### src/design/ecc_consts.svh
`ifndef ECC_CONSTS_SVH
`define ECC_CONSTS_SVH

// data word and stored codeword
`define ECC_DATA_W 32
`define ECC_CW_W 38

// parity bits sit at 1-based positions 1, 2, 4, 8, 16, 32
`define ECC_PAR_W 6

// request fields
`define ECC_ADDR_W 32
`define ECC_STRB_W (`ECC_DATA_W / 8)

// cycles from the read strobe to valid douta
`define ECC_RD_WAIT 3

`endif

### src/design/ecc_pkg.sv
`include "ecc_consts.svh"

package ecc_pkg;

  typedef logic [`ECC_DATA_W-1:0] data_t;
  typedef logic [`ECC_CW_W-1:0]   cw_t;
  typedef logic [`ECC_STRB_W-1:0] strb_t;
  typedef logic [`ECC_ADDR_W-1:0] addr_t;
  typedef logic [`ECC_PAR_W-1:0]  syn_t;

  // write request as seen at the ports
  typedef struct packed {
    addr_t addr;
    data_t data;
    strb_t strb;
  } wr_cmd_t;

  // old word pulled from the codeword, with its check result
  typedef struct packed {
    data_t data;
    syn_t  syn;
    logic  err;
  } dec_t;

  // single memory port, shared by read and write
  typedef struct packed {
    logic  ena;
    logic  wea;
    addr_t addr;
    cw_t   wdata;
  } mem_req_t;

endpackage

### src/design/ecc_decode.sv
`include "ecc_consts.svh"

module ecc_decode
  import ecc_pkg::*;
(
  input  logic e_clk,
  input  logic e_rst,
  input  logic dec_ld,
  input  cw_t  douta,
  output dec_t dec
);

  data_t old_data;
  syn_t  syn;

  // data bits fill the non-power-of-two positions in order
  always_comb
  begin
    int j;
    j = 0;
    old_data = '0;
    for (int p = 1; p <= `ECC_CW_W; p++)
    begin
      if ((p & (p - 1)) != 0)
      begin
        old_data[j] = douta[p-1];
        j++;
      end
    end
  end

  // syndrome bit k checks every position with index bit k set
  always_comb
  begin
    syn = '0;
    for (int k = 0; k < `ECC_PAR_W; k++)
    begin
      for (int p = 1; p <= `ECC_CW_W; p++)
      begin
        if (p[k])
          syn[k] = syn[k] ^ douta[p-1];
      end
    end
  end

  // detect only, the old word goes on uncorrected
  always_ff @(posedge e_clk)
  begin
    if (e_rst)
      dec <= '0;
    else if (dec_ld)
    begin
      dec.data <= old_data;
      dec.syn  <= syn;
      dec.err  <= |syn;
    end
  end

endmodule

### src/design/ecc_encode.sv
`include "ecc_consts.svh"

module ecc_encode
  import ecc_pkg::*;
(
  input  logic  e_clk,
  input  logic  e_rst,
  input  logic  enc_ld,
  input  data_t data,
  output cw_t   cw
);

  cw_t  placed;
  syn_t par;
  cw_t  cw_d;

  // data into the non-power-of-two slots, parity slots left at zero
  always_comb
  begin
    int j;
    j = 0;
    placed = '0;
    for (int p = 1; p <= `ECC_CW_W; p++)
    begin
      if ((p & (p - 1)) != 0)
      begin
        placed[p-1] = data[j];
        j++;
      end
    end
  end

  // even parity over the positions each check bit covers
  always_comb
  begin
    par = '0;
    for (int k = 0; k < `ECC_PAR_W; k++)
    begin
      for (int p = 1; p <= `ECC_CW_W; p++)
      begin
        if (p[k])
          par[k] = par[k] ^ placed[p-1];
      end
    end
  end

  always_comb
  begin
    cw_d = placed;
    for (int k = 0; k < `ECC_PAR_W; k++)
    begin
      cw_d[(1 << k) - 1] = par[k];
    end
  end

  always_ff @(posedge e_clk)
  begin
    if (e_rst)
      cw <= '0;
    else if (enc_ld)
      cw <= cw_d;
  end

endmodule

### src/design/ecc_merge.sv
`include "ecc_consts.svh"

module ecc_merge
  import ecc_pkg::*;
(
  input  logic  e_clk,
  input  logic  e_rst,
  input  logic  mrg_ld,
  input  data_t old_data,
  input  data_t new_data,
  input  strb_t strb,
  output data_t merged
);

  data_t merged_d;

  // strobe bit set takes the new byte
  always_comb
  begin
    for (int b = 0; b < `ECC_STRB_W; b++)
    begin
      merged_d[b*8 +: 8] = strb[b] ? new_data[b*8 +: 8] : old_data[b*8 +: 8];
    end
  end

  always_ff @(posedge e_clk)
  begin
    if (e_rst)
      merged <= '0;
    else if (mrg_ld)
      merged <= merged_d;
  end

endmodule

### src/design/ecc_rmw_ctrl.sv
`include "ecc_consts.svh"

module ecc_rmw_ctrl
  import ecc_pkg::*;
(
  input  logic    e_clk,
  input  logic    e_rst,
  input  logic    wr_req,
  input  wr_cmd_t cmd,
  input  logic    mem_full,
  output logic    en_ready,
  output logic    rd_stb,
  output logic    dec_ld,
  output logic    mrg_ld,
  output logic    enc_ld,
  output wr_cmd_t cmd_q,
  output logic    mem_ctl_ena,
  output logic    mem_ctl_wea,
  output logic    bvalid
);

  localparam int WAIT_W = $clog2(`ECC_RD_WAIT + 1);

  typedef enum logic [2:0] {
    ST_IDLE,
    ST_READ,
    ST_WAIT,
    ST_DECODE,
    ST_MERGE,
    ST_ENCODE,
    ST_WRITE
  } state_t;

  state_t            state;
  state_t            state_nxt;
  logic [WAIT_W-1:0] wait_cnt;
  logic              idle_q;
  logic              accept;

  // idle_q stays low through reset, so ready does too
  assign en_ready = idle_q & ~mem_full;
  assign accept   = wr_req & en_ready;

  always_comb
  begin
    state_nxt = state;
    case (state)
      ST_IDLE:
        if (accept)
          state_nxt = ST_READ;
      ST_READ:
        state_nxt = ST_WAIT;
      ST_WAIT:
        // read cycle counts as the first wait cycle
        if (wait_cnt == WAIT_W'(`ECC_RD_WAIT - 1))
          state_nxt = ST_DECODE;
      ST_DECODE:
        state_nxt = ST_MERGE;
      ST_MERGE:
        state_nxt = ST_ENCODE;
      ST_ENCODE:
        state_nxt = ST_WRITE;
      default:
        state_nxt = ST_IDLE;
    endcase
  end

  always_ff @(posedge e_clk)
  begin
    if (e_rst)
    begin
      state    <= ST_IDLE;
      idle_q   <= 1'b0;
      wait_cnt <= '0;
    end
    else
    begin
      state  <= state_nxt;
      idle_q <= (state_nxt == ST_IDLE);
      if (state == ST_READ)
        wait_cnt <= WAIT_W'(1);
      else if (state == ST_WAIT)
        wait_cnt <= wait_cnt + WAIT_W'(1);
    end
  end

  // request held for the whole operation
  always_ff @(posedge e_clk)
  begin
    if (accept)
      cmd_q <= cmd;
  end

  assign rd_stb      = (state == ST_READ);
  assign dec_ld      = (state == ST_DECODE);
  assign mrg_ld      = (state == ST_MERGE);
  assign enc_ld      = (state == ST_ENCODE);
  assign mem_ctl_wea = (state == ST_WRITE);
  assign mem_ctl_ena = rd_stb | mem_ctl_wea;
  assign bvalid      = mem_ctl_wea;

endmodule

### src/design/ecc_rmw_top.sv
module ecc_rmw_top
  import ecc_pkg::*;
(
  input  logic     e_clk,
  input  logic     e_rst,
  input  logic     wr_req,
  input  wr_cmd_t  cmd,
  input  logic     mem_full,
  input  cw_t      douta,
  output logic     en_ready,
  output mem_req_t mem,
  output logic     bvalid,
  output logic     err_detected
);

  logic    dec_ld;
  logic    mrg_ld;
  logic    enc_ld;
  logic    mem_ctl_ena;
  logic    mem_ctl_wea;
  wr_cmd_t cmd_q;
  dec_t    dec;
  data_t   merged;
  cw_t     cw;

  ecc_rmw_ctrl u_ctrl (
    .e_clk       (e_clk),
    .e_rst       (e_rst),
    .wr_req      (wr_req),
    .cmd         (cmd),
    .mem_full    (mem_full),
    .en_ready    (en_ready),
    // read enable is already part of mem_ctl_ena
    .rd_stb      (),
    .dec_ld      (dec_ld),
    .mrg_ld      (mrg_ld),
    .enc_ld      (enc_ld),
    .cmd_q       (cmd_q),
    .mem_ctl_ena (mem_ctl_ena),
    .mem_ctl_wea (mem_ctl_wea),
    .bvalid      (bvalid)
  );

  ecc_decode u_decode (
    .e_clk  (e_clk),
    .e_rst  (e_rst),
    .dec_ld (dec_ld),
    .douta  (douta),
    .dec    (dec)
  );

  ecc_merge u_merge (
    .e_clk    (e_clk),
    .e_rst    (e_rst),
    .mrg_ld   (mrg_ld),
    .old_data (dec.data),
    .new_data (cmd_q.data),
    .strb     (cmd_q.strb),
    .merged   (merged)
  );

  ecc_encode u_encode (
    .e_clk  (e_clk),
    .e_rst  (e_rst),
    .enc_ld (enc_ld),
    .data   (merged),
    .cw     (cw)
  );

  // same latched address for the read and the write back
  assign mem = '{ena: mem_ctl_ena, wea: mem_ctl_wea, addr: cmd_q.addr, wdata: cw};

  assign err_detected = dec.err;

endmodule

### config.mk
export PLATFORM = sky130hd
export DESIGN_NAME = ecc_rmw_top
export DESIGN_NICKNAME = d
export VERILOG_FILES = /design/src/design/ecc_pkg.sv /design/src/design/ecc_decode.sv /design/src/design/ecc_encode.sv /design/src/design/ecc_merge.sv /design/src/design/ecc_rmw_ctrl.sv /design/src/design/ecc_rmw_top.sv
export VERILOG_INCLUDE_DIRS = /design/src /design/src/design
export SDC_FILE = /design/constraint.sdc
export NUM_CORES = 1
export LEC_CHECK = 0
export BUFFER_PORTS_ARGS = -buffer_cell sky130_fd_sc_hd__buf_2
export CORE_ASPECT_RATIO = 0.6
export CORE_UTILIZATION = 53
export DETAILED_ROUTE_END_ITERATION = 8
export GPL_TIMING_DRIVEN = 0
export MAX_ROUTING_LAYER = met4
export PLACE_DENSITY = 0.84
export SKIP_LAST_GASP = 1
export SYNTH_ARGS = -nofsm -noshare
export SYNTH_HDL_FRONTEND = slang
export SYNTH_SLANG_ARGS = --single-unit
### constraint.sdc
create_clock -name e_clk -period 2.9 [get_ports e_clk]
set_clock_uncertainty 0.05 [all_clocks]
set_input_delay 0 -clock e_clk [delete_from_list [all_inputs] [get_ports e_clk]]
set_output_delay 0 -clock e_clk [all_outputs]
set_load 0.03 [all_outputs]
# [Word-level counts from Yosys, hierarchy flattened]
# Cells that the tools add are included.
[totals] ff_bits=177 in_bits=110 out_inout_bits=75 elab_cells=211
[op_classes] n_addsub=1 n_eq_ne=7 muxes=9 n_bitwise=178 n_reduce_logical=5
[ops] operator="bitwise XOR 1 bit" n=174
[ops] operator="2-to-1 mux 8 bit" n=4
[ops] operator="one-hot mux 3 bit (6 select lines)" n=1
[ops] operator="== test 3 bit, second input constant" n=3
[ops] operator="== test 3 x 2 -> 1 bit, second input constant" n=2
[ops] operator="zero test 3 bit" n=2
[ops] operator="2-to-1 mux 3 bit" n=2
[ops] operator="OR reduction 6 bit" n=1
[ops] operator="== test 3 x 1 -> 1 bit, second input constant" n=1
[ops] operator="adder 2 x 1 -> 2 bit, second input constant" n=1
[ops] operator="AND 1 bit" n=2
[ops] operator="== test 2 bit, second input constant" n=1
[ops] operator="2-to-1 mux 1 bit" n=2
[ops] operator="nonzero test 2 bit" n=1
[ops] operator="OR reduction 2 bit" n=1
[ops] operator="NOT 1 bit" n=1
[ops] operator="OR 1 bit" n=1

# [Depth between registers and ports, before layout]
[depth] ltp_word=19 depth_mapped=7 mapped_depth_nobuf=6

# [Cells and area by module]
# Synthesis repeated with hierarchy kept, for this count alone.
[hier_totals] hier_cells=614 hier_area_um2=7858.8
[by_module_without_submodules] mod="ecc_rmw_ctrl" n_inst=1 cells_per_inst=107 area_each_um2=2373.5
[by_module_without_submodules] mod="ecc_decode" n_inst=1 cells_per_inst=185 area_each_um2=2021.9
[by_module_without_submodules] mod="ecc_encode" n_inst=1 cells_per_inst=178 area_each_um2=1883.1
[by_module_without_submodules] mod="ecc_merge" n_inst=1 cells_per_inst=142 area_each_um2=1565.3
[by_module_without_submodules] mod="ecc_rmw_top" n_inst=1 cells_per_inst=2 area_each_um2=15.0

# [Worst setup path before layout]
# OpenSTA, ideal clock, no wires.
[synth_timing] path_kind="register -> register" start="register u_ctrl.idle_q" end="register u_ctrl.state[0]" setup_ns=0.086 t_arrival_ns=2.947 slack_ns=-0.183 stages_incl_launch_ff=5 n_path_buf=0 path_cell_list="dfxtp_1 > nor2b_1 > and2_1 > o21ai_0 > a211oi_1"
[synth_via] elab_chain_cells=4
[synth_lines] item="start, declared" line="ecc_rmw_ctrl.sv:37" rtl="logic idle_q;"
[synth_lines] item="start signal, assigned" line="ecc_rmw_ctrl.sv:79" rtl="idle_q <= (state_nxt == ST_IDLE);"
[synth_lines] item="AND 1 bit" line="ecc_rmw_ctrl.sv:41" rtl="assign en_ready = idle_q & ~mem_full;"
[synth_lines] item="via en_ready" line="ecc_rmw_top.sv:10" rtl="output logic en_ready,"
[synth_lines] item="AND 1 bit" line="ecc_rmw_ctrl.sv:42" rtl="assign accept = wr_req & en_ready;"
[synth_lines] item="via u_ctrl.accept" line="ecc_rmw_ctrl.sv:38" rtl="logic accept;"
[synth_lines] item="2-to-1 mux 3 bit" line="ecc_rmw_ctrl.sv:49" rtl="if (accept)"
[synth_lines] item="one-hot mux 3 bit (6 select lines)" line="ecc_rmw_ctrl.sv:47" rtl="case (state)"
[synth_lines] item="end signal, assigned" line="ecc_rmw_ctrl.sv:78" rtl="state <= state_nxt;"
[synth_lines] item="end, declared" line="ecc_rmw_ctrl.sv:34" rtl="state_t state;"
# The timed path passes the listed nets, and every way through them passes these cells.
# A chain may end at the register's enable or synchronous reset.

# [Worst setup path in the final report]
[layout_timing] start="register u_ctrl.state[2]" end="register u_merge.merged[22]"
[layout_via] elab_chain_cells=1
[layout_lines] item="== test 3 bit" line="ecc_rmw_ctrl.sv:96" rtl="assign mrg_ld = (state == ST_MERGE);"
[layout_lines] item="end signal, assigned" line="ecc_merge.sv:31" rtl="merged <= merged_d;"
[layout_lines] item="end, declared" line="ecc_merge.sv:12" rtl="output data_t merged"
# No other way between the ends.

==> flow_summary.yaml <==
status:
  outcome: "complete, no violations"
grt:
  grt_use_total_pct: 29.1
  grt_pass1_vias: 5991
  grt_start_max_net_pins: 71
  antenna_found_initial: 1
  grt_pass1_wl_mm: 31.0
  grt-ovfl-total: 0
timing:
  slew_viol_final: 0
  final_hold_viol_count: 0
  finalSetupTns_ns: 0
  finalCriticalPeriod_ns: 2.31
  worst_slack_ns: 0.588
  worst_slew_pin_slew_ns: 1.01
  timing.fmax_ghz: 0.432
  rsz0062_at_grt: "no"
  fin_crit_sh_pct: 79.7
  fin_hold_ws_ns: 0.228
  relSlewSlack_pct: 32.9
  setup_viol: 0
place:
  gp_congestion: 0.855
  place_hpwl_mm: 13.1
  io_buffers: 183
  preCtsSetupSlack_ns: 0.734
setup_path:
  cp-endpoint: "u_merge.merged[22]"
  regToRegStartpoint: "u_ctrl.state[2]"
  startpoint: "u_ctrl.state[2]"
  cp_top_family: "simple AND/OR/NAND/NOR gates"
  cp_max_fo: 10
  worstPathCellList: "clkbuf_1 > nand2_1 > nor2_1 > buf_2 > nor2_1 > a211oi_1"
  cp.required_ns: 3.16
  arrival_ns: 2.57
  worstSetupPathType: "flip-flop to flip-flop"
  r2r_end: "u_merge.merged[22]"
  worst_path_largest_cell_delay_ns: 0.61
  ff2ff_setup_slack_ns: 0.59
  path_depth: 6
  crit_buf_inv: 2
  critPathLaunchType: "flip-flop"
  reg2reg_depth: 6
  endpoint_kind: "flip-flop"
  crit_slowest_cell: "nor2_1"
  crit_top_cell: "nor2_1"
finish:
  regArea_um2: 4220
  layout_common_cells: "186 x buf_2, 139 x nand2_1, 109 x dfxtp_1, 100 x dlygate4sd3_1, 90 x xnor2_1"
  multi_input_area_um2: 2910
  nNetsFinal: 1122
  nFillCells: 945
  drive_gt1_share_pct: 25.2
  final_common_cell: "buf_2"
  syn_to_final_growth_pct: 35.7
clocking:
  cts_tree: "built"
  insertion_delay_ns: 0.43
  cts_buffer_depth: 2
  cts.sinks: 177
  cts_buffers: 17
  cts-root-buf: "clkbuf_16"
  htree_levels: 4
  path_clk_slew_ns: 0.06
drt:
  route.antenna.remaining_nets: 0
  drt_iter0_markers: 478
  wirelength_mm: 20.3
  vias: 6209
  drc_errors: 0
  dr.pass1.iters: 5
  wire_per_inst_um: 16.7
  via_per_inst: 5.10
worst_hold_path:
  min_path_type: "input pin to flip-flop"
  hold_path_depth: 3
floorplan:
  dieWidth_um: 156
  core_area_um2: 13800
  die_area_um2: 14700
  core.rowCount: 33
  start_util_pct: 54.7
  pin_count: 185
  die_height_um: 94.4
synth:
  syn_inst: 709
  netlist_area_um2: 7550
  synthDominantCellAreaShare_pct: 28.9
  synth_warnings: 0
  synth_area_leaders: "dfxtp_1 29%, edfxtp_1 27%, xnor2_1 10%"
  ys_seq_area_share_pct: 56.0
  synth_area_per_cell_um2: 10.6
  synth_nets: 820
  synth.largest_area_cell: "dfxtp_1"
  ys_ff_latch: 177
  synth_cell_types: 33
flow_run:
  cap_violations: 0
pwr:
  p_total_mw: 5.38
  combPwrFrac_pct: 12.2
  p_leak_nw: 4.00
  p_int_mw: 4.10
  power_frac_seq_pct: 49.0
  pwr-share-clk_pct: 38.8
  p_switching_mw: 1.28
  vdd.ir_drop.worst_v: 0.000447
  swShare_pct: 23.7
  powerDensity_nw_per_um2: 525
==> tightest hold or removal path, delay by kind of cell <==
family | cells | cell delay (ns)
compound gates | 1 | 0.15
buf+inv | 2 | 0.51
==> final cells by class <==
cell class                      instances  share of cell area (%)
Multi-Input combinational cell        456                    28.4
Buffer                                 74                    4.00
Clock inverter                         13                   0.843
Sequential cell                       177                    41.3
Antenna cell                            1                  0.0244
Inverter                                2                  0.0733
Timing Repair Buffer                  283                    18.7
Tap cell                              192                    2.35
Clock buffer                           19                    4.33
==> logic make-up after synthesis <==
group | after synthesis | synth area share (%)
compound gates | 112 | 8.79
xor+xnor | 112 | 14.8
fa+ha+maj | 1 | 0.166
buf+inv | 76 | 5.52
flops | 177 | 56.0
mux | 35 | 4.66
simple gates | 196 | 10.1
==> Yosys cell counts <==
| master | number |
|---|---|
| nand2_1 | 139 |
| dfxtp_1 | 109 |
| xnor2_1 | 90 |
| a21oi_1 | 69 |
| edfxtp_1 | 68 |
| nor2_1 | 46 |
| a211oi_1 | 38 |
| buf_4 | 34 |
| mux2i_1 | 34 |
| clkbuf_1 | 33 |
| xor2_1 | 10 |
| xnor3_1 | 7 |
| xnor2_2 | 5 |
| buf_1 | 4 |
| buf_2 | 3 |
| nand3_1 | 2 |
| o21ai_0 | 2 |
| a311oi_1 | 1 |
| and2_1 | 1 |
| and3_1 | 1 |
| ha_1 | 1 |
| inv_1 | 1 |
| inv_2 | 1 |
| mux2_2 | 1 |
| nand2b_1 | 1 |
| nand3b_1 | 1 |
| nor2b_1 | 1 |
| o22ai_1 | 1 |
| o31ai_1 | 1 |
| or2_1 | 1 |
| or2_2 | 1 |
| or3_1 | 1 |
| or4_1 | 1 |
==> power groups by stage <==
stage / combinational (mW) / clock [mW] / sequential [mW]
floorplan: 0.371 / 0 / 2.69
global placement: 0.523 / 0 / 2.69
detailed placement: 0.535 / 0 / 2.69
CTS: 0.641 / 2.10 / 2.64
global route: 0.696 / 2.22 / 2.64
finish: 0.654 / 2.09 / 2.64
==> registers in the layout (all words and copies together) (netlist names) <==
signal / cells
u_decode.dec: 33
u_ctrl.wait_cnt: 2
u_encode.cw: 38
u_merge.merged: 32
u_ctrl.state: 3
u_ctrl.idle_q: 1
u_ctrl.cmd_q: 68
==> per-layer routing <==
metal  GRT usage [%]  vias up  part of all wire, %
met5               -        -                    0
met4            8.74        0                  1.8
met3            6.42       40                  8.2
met2            45.5      302                   46
met1            38.0     2892                   44
li1                -     2975                    -
==> through the flow <==
step	utilization, %	cells	instance area (um2)
CTS	74.2	1216	10200
detailed placement	63.1	1084	8700
global placement	63.1	1084	8700
floorplan	-	709	7550
finish	74.2	1217	10200
global route	74.2	1217	10200
==> what timing repair did <==
item | 4_1_cts | 5_1_grt
endpoints found under the hold margin | 100 | 0
hold buffers | 100 | 0
buffers inserted | 0 | 0
gates resized for setup | 0 | 0
==> worst min path at each step <==
stage	slack, ns	to	from
3_3_place_gp	0.13	u_ctrl.cmd_q[51]	cmd[51]
4_1_cts	0.22	u_ctrl.cmd_q[51]	cmd[51]
3_5_place_dp	0.13	u_ctrl.cmd_q[32]	cmd[32]
2_1_floorplan	0.05	u_ctrl.cmd_q[0]	cmd[0]
6_report	0.23	u_encode.cw[26]	e_rst
5_1_grt	0.23	u_ctrl.cmd_q[37]	cmd[37]
Note: power is estimated with default switching activity, not from simulation.
